<file path="src/logic/mrd_pingpong_ctrl.sv">
`timescale 1ns/1ps

module mrd_pingpong_ctrl (
	input  logic       clk,
	input  logic       rst_n,
	input  logic       sop,
	input  logic [1:0] unit_idle,
	output logic       in_ready,
	output logic       sink_sel,
	input  logic [1:0] eng_req,
	output logic [1:0] eng_grant,
	input  logic [1:0] src_req,
	input  logic [1:0] src_done,
	output logic [1:0] src_grant
);

	logic last_eng;
	logic token;
	logic [1:0] token_hot;

	assign in_ready = unit_idle[sink_sel];
	assign token_hot = token ? 2'b10 : 2'b01;

	// --------------------
	// Sink pointer
	always_ff @(posedge clk)
	begin
		if (!rst_n)
			sink_sel <= 1'b0;
		else if (sop && in_ready)
			sink_sel <= ~sink_sel;
	end

	// --------------------
	// Engine arbiter that holds a grant while its request stays up
	always_ff @(posedge clk)
	begin
		if (!rst_n)
		begin
			eng_grant <= 2'b00;
			last_eng <= 1'b0;
		end
		else if ((eng_grant & eng_req) == 2'b00)
		begin
			if (eng_req == 2'b11)
			begin
				eng_grant <= last_eng ? 2'b01 : 2'b10;
				last_eng <= ~last_eng;
			end
			else
			begin
				eng_grant <= eng_req;
				if (eng_req != 2'b00)
					last_eng <= eng_req[1];
			end
		end
	end

	// --------------------
	// Source token keeps packets in arrival order
	always_ff @(posedge clk)
	begin
		if (!rst_n)
		begin
			token <= 1'b0;
			src_grant <= 2'b00;
		end
		else
		begin
			src_grant <= src_req & token_hot;
			if ((src_done & token_hot) != 2'b00)
				token <= ~token;
		end
	end

endmodule

</file>
<file path="config.mk">
export PLATFORM = sky130hd
export DESIGN_NAME = mrd_pingpong_ctrl
export DESIGN_NICKNAME = d
export VERILOG_FILES = /design/src/logic/mrd_pingpong_ctrl.sv
export SDC_FILE = /design/constraint.sdc
export NUM_CORES = 1
export LEC_CHECK = 0
export BUFFER_PORTS_ARGS = -buffer_cell sky130_fd_sc_hd__buf_2
export CAP_MARGIN = 20
export CORE_AREA = 8 8 45 47
export DETAILED_ROUTE_END_ITERATION = 10
export DIE_AREA = 0 0 53 55
export SYNTH_ARGS = -nofsm -noshare
export SYNTH_HDL_FRONTEND = slang
export SYNTH_SLANG_ARGS = --single-unit
</file>
<file path="constraint.sdc">
create_clock -name clk -period 0.8 [get_ports clk]
set_input_delay 0.04 -clock clk [delete_from_list [all_inputs] [get_ports clk]]
set_output_delay 0.04 -clock clk [all_outputs]
set_load 0.03 [all_outputs]
</file>
==> results by group <==
Outcome
  – Status: finished with violations
  – Failing checks: setup timing

Worst setup path
  – Setup crit start kind: register
  – Critical path type: reg2out
  – Crit Path Max Fanout: 2
  – CP Data Required Time: 0.76 ns
  – Worst Path Arrival: between 1 and 1.5 ns
  – CP peak stage delay: 0.35 ns
  – Cell Chain, Critical Path: mux2_4 -> buf_6
  – Critical path capture point type: output port
  – R2R Setup Slk: -0.09 ns
  – CP max stage cell: dfxtp_4

Floorplanning
  – Starting Density: 19.4%
  – Horiz. Die Dim: around 53 um
  – Core Area: 1380 sq um
  – Die footprint: ~2900 sq um
  – Cell Rows: 14
  – Die Ht: roughly 55 um
  – Number of I/O pins: 17

GRT
  – Largest net degree at the start of global routing: 7
  – Antenna violations before repair: 0
  – First-pass GRT wire length: 1280 um
  – Vias in the first global route: roughly 300
  – GRT Util Overall: 6.41%
  – Grt ovf: 0

Synth
  – Avg Synthesized Cell Area: 8.97 sq um
  – Top-count cell post-synth: dfxtp_1
  – Area fraction of the dominant cell type after synthesis: 52.1%
  – Synth unique cells: 15
  – Synthesized area: approximately 270 sq um
  – FF+latch count, synth: 7
  – Warnings from Yosys: 0
  – Post-synth top area cell: dfxtp_1
  – Synthesized Nets: 41
  – Syn Inst Count: 30
  – Number of synthesized flops with an enable pin: 0
  – Top cells by area, synth: dfxtp_1 52%, a21oi_1 7.4%, a311oi_1 6.5%, nand2b_1 4.7%, mux2_1 4.2%
  – Seq/Total Area, Yosys: between 50% and 60%
  – Most used DFF post-synth: dfxtp_1
  – Ys async rst share: 0%
  – Commonest cells post-synth: 7 x dfxtp_1, 4 x a21oi_1

Clock network
  – CTS Buffer Depth: 2
  – Clk sinks: 7
  – CTS buffer count: 3
  – CTS tree: done
  – Clk root buf: clkbuf_4
  – Clock slew at reported path FFs: 0.06 ns
  – Clk_lat worst skew: 0.26 ns
  – H-tree Lvls: 1

Pwr
  – Final Power: just under 1 mW
  – Worst IR Drop VDD: approximately 0.63 mV
  – LEAKAGE: 0.238 nW
  – Power Dens Cells: 1820 nW/um^2

Final layout
  – Area Growth Syn to Fin: 102%
  – Filler instances: 150
  – Area occupied by multi-input gates: 156 sq um
  – Cell Count, Final, Fillers Out: 72
  – Final #Nets: 68
  – Layout cells sized above 1: between 50% and 60%
  – N_diodes: 0
  – Reg area: 156 sq um

Timing
  – Minimum clock period: between 1 and 1.5 ns
  – Final Max Slew Viols: 0
  – Final Hold Viols: 0
  – RSZ-0062 raised after global routing: true
  – Final count of negative-setup-slack endpoints: 7
  – Fin worst setup slack: -0.279 ns
  – TNS Setup: -0.637 ns
  – Worst clock skew: ~0.011 ns
  – Slew @ Worst Pin: 0.244 ns
  – Fmax: 927 MHz
  – Slew headroom: 83.6%
  – Crit share post-route: 135%

Detailed routing
  – DRT Pass-1 Iters: 4
  – Via Count: 341
  – DRC: 0
  – DR iter-0 viols: 8
  – Routed Antenna Nets: 0
  – Vias per cell: 4.74
  – Final wirelength: 1070 um
  – Wirelength per Cell: about 15 um

Placed design
  – Number of port buffers: 16
  – GPL Wtd Cong: 0.684
  – Placed insts: 63
  – Detailed-placement wirelength estimate: 598 um

Job
  – Max cap viols: 0

Hold path
  – Worst min path class: in2reg
-- flip-flops by register name, summed over array words and instances (netlist names) --
| register | flops |
|---|---|
| eng_grant | 2 |
| src_grant | 2 |
| last_eng | 1 |
| sink_sel | 1 |
| token | 1 |
-- routing by layer --
layer	vias to the layer above	track usage, %	share of wire, %
met4	0	6.47	4.3
met3	10	3.48	7.8
li1	158	-	-
met5	-	0	0
met2	23	8.98	53
met1	150	6.58	35
-- worst max-delay path, delay by kind of cell, from the launching register on --
family	cells	cell delay [ns]
muxes	1	0.30
buffers and inverters	1	0.14
DFF	1	0.35
-- cells in the final DEF (no fill, tap or decap) --
cell type	instances
inv_2	1
buf_6	6
nand3_1	1
nand2b_1	1
a21oi_1	3
buf_2	10
nand2b_4	1
clkbuf_4	4
inv_1	2
a311oi_2	2
a21oi_4	1
dlygate4sd3_1	4
mux2_4	1
nor2_1	2
dfxtp_1	2
o211ai_1	1
o21ai_1	1
dfxtp_4	4
clkbuf_1	1
o21ai_0	1
buf_4	1
nand2_1	2
o21ai_2	1
a211oi_1	1
and3_1	1
dfxtp_2	1
-- timing repair --
item | 4_1_cts | 5_1_grt
hold endpoints to repair | 3 | 0
endpoints found under the setup margin | 7 | 9
resized for setup | 12 | 8
pin swaps | 1 | 2
hold buffers | 4 | 0
buffers inserted | 1 | 1
-- kinds of logic after synthesis --
| family | count (synthesis) | share of synthesized area (%) |
|---|---|---|
| AND/OR/NAND/NOR | 8 | 14.4 |
| multiplexers | 1 | 4.19 |
| buffers and inverters | 3 | 4.19 |
| flip-flops | 7 | 52.1 |
| AO/OA/AOI/OAI | 11 | 25.1 |
-- where the power goes --
part | internal, mW | switching, mW
Sequential | 0.374 | 0.0305
Clock | 0.192 | 0.154
Combinational | 0.122 | 0.116
Total | 0.688 | 0.300
-- final timing paths --
path / startpoint / end / cells past startpoint
worst min-delay path: src_req[1] / src_grant[1] / 2
worst min register to register: token / src_grant[0] / 1
worst max-delay path: sink_sel / in_ready / 2
worst max register to register: sink_sel / sink_sel / 4
-- final cells by class --
cell class / instances / share of cell area, %
Multi-Input combinational cell: 20 / 28.8
Tap cell: 16 / 3.69
Inverter: 3 / 2.07
Clock buffer: 4 / 4.84
Sequential cell: 7 / 28.8
Timing Repair Buffer: 22 / 31.8
-- per-stage QoR --
step | setup slack, ns | area, sq um | hold slack (ns) | utilization, %
final | -0.279 | 543 | 0.0106 | 39.2
after global routing | -0.295 | 543 | 0.0200 | 39.2
after CTS | -0.283 | 515 | 0.0108 | 37.3
after detailed placement | -0.0537 | 403 | 0.233 | 29.1
after global placement | -0.0359 | 403 | 0.230 | 29.1
after floorplan | -0.0144 | 295 | 0.138 | -
(Power assumes the default switching activity.)
