<file path="config.mk">
export PLATFORM = sky130hd
export DESIGN_NAME = mrd_butterfly
export DESIGN_NICKNAME = d
export VERILOG_FILES = /design/src/logic/mrd_ctrl_pkg.sv /design/src/logic/mrd_data_pkg.sv /design/src/logic/mrd_butterfly.sv
export VERILOG_INCLUDE_DIRS = /design/src /design/src/logic
export SDC_FILE = /design/constraint.sdc
export NUM_CORES = 1
export LEC_CHECK = 0
export BUFFER_PORTS_ARGS = -buffer_cell sky130_fd_sc_hd__clkbuf_2
export CELL_PAD_IN_SITES_DETAIL_PLACEMENT = 2
export CELL_PAD_IN_SITES_GLOBAL_PLACEMENT = 2
export CORE_ASPECT_RATIO = 1.25
export CORE_UTILIZATION = 32
export DETAILED_ROUTE_END_ITERATION = 16
export PLACE_DENSITY = 0.91
export SLEW_MARGIN = 20
export SYNTH_ARGS = -nofsm -noshare
export SYNTH_HDL_FRONTEND = slang
export SYNTH_SLANG_ARGS = --single-unit
</file>
<file path="constraint.sdc">
create_clock -name clk -period 5.8 [get_ports clk]
set_input_delay 1.16 -clock clk [delete_from_list [all_inputs] [get_ports clk]]
set_output_delay 1.16 -clock clk [all_outputs]
set_load 0.005 [all_outputs]
</file>
<file path="src/logic/mrd_settings.svh">
`ifndef MRD_SETTINGS_SVH
`define MRD_SETTINGS_SVH

// Sample widths
`define MRD_IN_W 18
`define MRD_D_W 30

// Bank layout
`define MRD_NBANK 7
`define MRD_ROW_W 8

// Point counts
`define MRD_PTS_W 12
`define MRD_MAX_PTS 1024

`endif
</file>
<file path="src/logic/mrd_ctrl_pkg.sv">
package mrd_ctrl_pkg;

	// Memory unit phases
	typedef enum logic [2:0] {
		idle,
		sink,
		rd,
		wait_wr_end,
		source
	} mem_state_t;

	// Butterfly operation taken from the packet at sop
	typedef enum logic {
		op_bypass,
		op_sum_diff
	} bf_op_t;

endpackage

</file>
<file path="src/logic/mrd_data_pkg.sv">
`include "mrd_settings.svh"

package mrd_data_pkg;

	typedef logic [$clog2(`MRD_NBANK)-1:0] bank_t;
	typedef logic [`MRD_ROW_W-1:0] row_t;

	// One stored complex word
	typedef struct packed {
		logic signed [`MRD_D_W-1:0] re;
		logic signed [`MRD_D_W-1:0] im;
	} cplx_t;

	// Input beat
	// op and dftpts only count on the sop beat
	typedef struct packed {
		logic sop;
		logic eop;
		logic valid;
		mrd_ctrl_pkg::bf_op_t op;
		logic [`MRD_PTS_W-1:0] dftpts;
		logic signed [`MRD_IN_W-1:0] re;
		logic signed [`MRD_IN_W-1:0] im;
	} st_in_t;

	typedef struct packed {
		logic sop;
		logic eop;
		logic valid;
		logic signed [`MRD_D_W-1:0] re;
		logic signed [`MRD_D_W-1:0] im;
	} st_out_t;

	// Pair sent to the engine, with its write-back targets
	typedef struct packed {
		logic valid;
		mrd_ctrl_pkg::bf_op_t op;
		cplx_t a;
		cplx_t b;
		bank_t a_bank;
		row_t a_row;
		bank_t b_bank;
		row_t b_row;
	} bf_req_t;

	typedef struct packed {
		logic valid;
		cplx_t a;
		cplx_t b;
		bank_t a_bank;
		row_t a_row;
		bank_t b_bank;
		row_t b_row;
	} bf_rsp_t;

endpackage

</file>
<file path="src/logic/mrd_butterfly.sv">
`timescale 1ns/1ps

module mrd_butterfly (
	input  logic                  clk,
	input  logic                  rst_n,
	input  mrd_data_pkg::bf_req_t req,
	output mrd_data_pkg::bf_rsp_t rsp
);

	always_ff @(posedge clk)
	begin
		// Targets ride along with the data
		rsp.a_bank <= req.a_bank;
		rsp.a_row <= req.a_row;
		rsp.b_bank <= req.b_bank;
		rsp.b_row <= req.b_row;
		if (req.op == mrd_ctrl_pkg::op_sum_diff)
		begin
			rsp.a.re <= req.a.re + req.b.re;
			rsp.a.im <= req.a.im + req.b.im;
			rsp.b.re <= req.a.re - req.b.re;
			rsp.b.im <= req.a.im - req.b.im;
		end
		else
		begin
			rsp.a <= req.a;
			rsp.b <= req.b;
		end
		if (!rst_n)
			rsp.valid <= 1'b0;
		else
			rsp.valid <= req.valid;
	end

endmodule

</file>
==> metrics.md <==
| Metric | Value |
|---|---|
| Post-DRT Antenna Nets | 0 |
| Clock root buffer | clkbuf_16 |
| Cts hold-fix bufs | 0 |
| # fillers | 3680 |
| Crit path largest cell delay | between 0.4 and 0.5 ns |
| Post-Syn Area | 10400 sq um |
| Top FF cell, synth | dfxtp_1 |
| Post-synth cell types | 75 |
| Area share of the leading cell type in the synthesized netlist | between 20% and 30% |
| GR Util met2 | 47.4% |
| Leakage | 6.05 nW |
| P_int | 0.00214 W |
| CP endpoint kind | flip-flop |
| Pwr Density | 270 nW/um^2 |
| Pin count of the biggest net entering global routing | 79 |
| Seq pwr share | 34.1% |
| Met3 usage | 3.64% |
| Largest register FFs | between 100 and 150 |
| I/O Pins | 289 |
| Post-DR vias/cell | 5.40 |
| Min Tclk post-route | between 4 and 5 ns |
| Initial antenna violation count | 2 |
| Layout area overhead | 22.0% |
| CP arrival | 4.59 ns |
| Net load switching power | 0.00127 W |
| Total grt overflow | 0 |
| Post-DP HPWL | 31700 microns |
| Gpl congestion | 0.914 |
| Final setup vio count | 0 |
| Crit-path max FO | 4 |
| Share of layout cells above drive strength 1 | 22.2% |
| Commonest cells post-synth | a21oi_1 (168), nor2_1 (154), dfxtp_1 (143) |
| Gate Count Post-Synth | 1313 |
| Setup Crit Path Kind | input pin to flip-flop |
| Biggest register | rsp |
| Syn_area_per_cell | 7.89 sq um |
| CTS tree | built |
| Core area | 31800 sq um |
| Routed WL per cell | 20.5 microns |
| Sw frac | 37.3% |
| Die area | between 30000 and 40000 sq um |
| Final slew viol count | 0 |
| Number of post-CTS setup repair buffers | 0 |
| Outcome | completed |
| RSZ-0062 raised after global routing | no |
| Cell with the most instances after synthesis | a21oi_1 |
| Min-delay worst type | input pin to flip-flop |
| Most Crowded Layer GR | met2 |
| Ys async rst share | 0% |
| 1st-pass router iterations | 4 |
| Critical-path top delay cell | o41ai_2 |
| ANT cells | 0 |
| Die width | 163 microns |
| Final core occ | 39.7% |
| Starting Density | roughly 33% |
| Max-Cap Viols | 0 |
| Met1 GRT Util | 25.7% |
| Number of synthesized flops with an enable pin | 0 |
| DR iter-0 viols | a little over 400 |
| H-tree levels | 4 |
| Placed Area | between 10000 and 15000 sq um |
| DRC | 0 |
| Seq cells post-synth | about 140 |
| Bufs on Longest Clock Path | 2 |
| Tightest Pin Transition | 0.851 ns |
| Synth top area cells | dfxtp_1 (28%), ha_1 (14%), a21oi_1 (8.1%), xnor2_1 (6.9%), nor2_1 (5.6%) |
| Max IR drop VDD | ~0.14 mV |
| Final period util | 73.6% |
| Crit path top cell by count | inv_1 |
| Rel. slew slack | 43.2% |
| PortBufs | 288 |
| Final Instance Area | 12600 sq um |
| Vias | 10700 |
| Crit start category | input pin |
| Sequential cell area | between 2000 and 3000 sq um |
| FMAX | around 0.23 GHz |
| Comb pwr share | 33.1% |
| Clk pwr share | 32.9% |
| WP buf/inv | 3 |
| Footprint of the multi-input gates | 6780 sq um |
| Syn_nets | around 1600 |
| Drt total wl | 40600 microns |
| Nets | 1824 |
| Required @ worst endpoint | 6.13 ns |
| Largest registers | rsp x143 |
| Sequential fraction of the synthesis area | 27.6% |
| FP Rows | between 70 and 80 |
| Cell Chain, Critical Path | clkbuf_2 > inv_1 > ha_1 > inv_1 > fa_1 > a21o_1 > a21oi_1 > nor2_1 > o41ai_2 > a311oi_1 > or3_1 > a31oi_1 > o31ai_1 > xnor2_1 > mux2i_1 |
| Clock-pin slew on the worst setup and hold paths | 0.07 ns |
| CTS Buf Count | 17 |
| All-Layer GR Usage | 24.7% |
| Final hold vios | 0 |
| PostCTS Resize Cnt | 0 |
| Die height | approximately 200 microns |
| Yosys warning total | 0 |
| Setup TNS | 0 ns |
| Number of global-route vias before repair | 11900 |
| Post-synth top area cell | dfxtp_1 |
| First-pass GRT wire length | 64000 microns |
| Delay-heaviest family, CP | compound AO/OA/AOI/OAI gates |
| CTS sink cnt | 143 |
## cell usage in the layout, fill, tap and decap left out, types with 6 or more instances in the layout
master     instances
dfxtp_1          143
o21ai_0           56
o21bai_1          22
inv_6              6
nor3_1            25
xnor2_1           81
a21oi_1          168
nor4_1             8
nand3b_1           7
nor2_1           154
nand3_1           22
nand4_1            6
o21ai_1           19
a211o_1            7
clkbuf_16         17
nor2b_1           11
xor2_1            17
ha_1             116
o31ai_1           14
a31oi_1            6
nand2_1           60
inv_1            112
o21a_1             9
a21o_1            25
or4_1              6
nand2b_1          16
o211ai_1          11
mux2i_1           23
a211oi_1          12
clkbuf_2         287
## cell families (layout without fill, tap and decap cells)
logic type      after synthesis  count (layout)  synth area share (%)
flops                       143             143                  27.6
simple gates                343             343                  15.4
mux                          28              28                  2.77
fa+ha+maj                   120             120                  14.8
xor+xnor                     98              98                  8.29
compound gates              398             398                  24.2
buf+inv                     183             441                  6.89
## power groups by stage
stage                     Clock, W  Sequential [W]  Combinational, W
after global placement           0         0.00118           0.00105
after global routing       0.00118         0.00117           0.00123
final                      0.00112         0.00116           0.00113
after CTS                  0.00114         0.00117           0.00113
after detailed placement         0         0.00119           0.00111
after floorplan                  0         0.00119          0.000662
## layer usage
metal / routed length [microns] / up-vias
li1: - / 5031
met4: 1510 / 4
met3: 1500 / 91
met5: 20 / -
met2: 21900 / 304
met1: 15700 / 5274
## area by class of cell
class / instances / share of cell area [%]
Clock buffer: 17 / 3.37
Clock inverter: 15 / 1.09
Inverter: 118 / 3.51
Multi-Input combinational cell: 987 / 53.7
Sequential cell: 143 / 22.7
Tap cell: 412 / 4.08
Timing Repair Buffer: 291 / 11.6
## stage by stage
step	total power, W	std cells	hold WS, ns	setup slack [ns]
2_1_floorplan	0.00185	1313	1.19	1.90
3_3_place_gp	0.00223	1951	1.26	1.36
3_5_place_dp	0.00229	1951	1.26	1.21
4_1_cts	0.00344	1983	0.772	1.59
5_1_grt	0.00359	1983	0.778	1.39
6_report	0.00341	1983	0.798	1.53
## path summary, 6_finish.rpt
path              startpoint       to  slack, ns  depth (start not counted)
hold / removal       req[14]  rsp[14]       0.80                          1
setup / recovery     req[82]  rsp[44]       1.53                         15
Power figures use the tool's default switching activity.
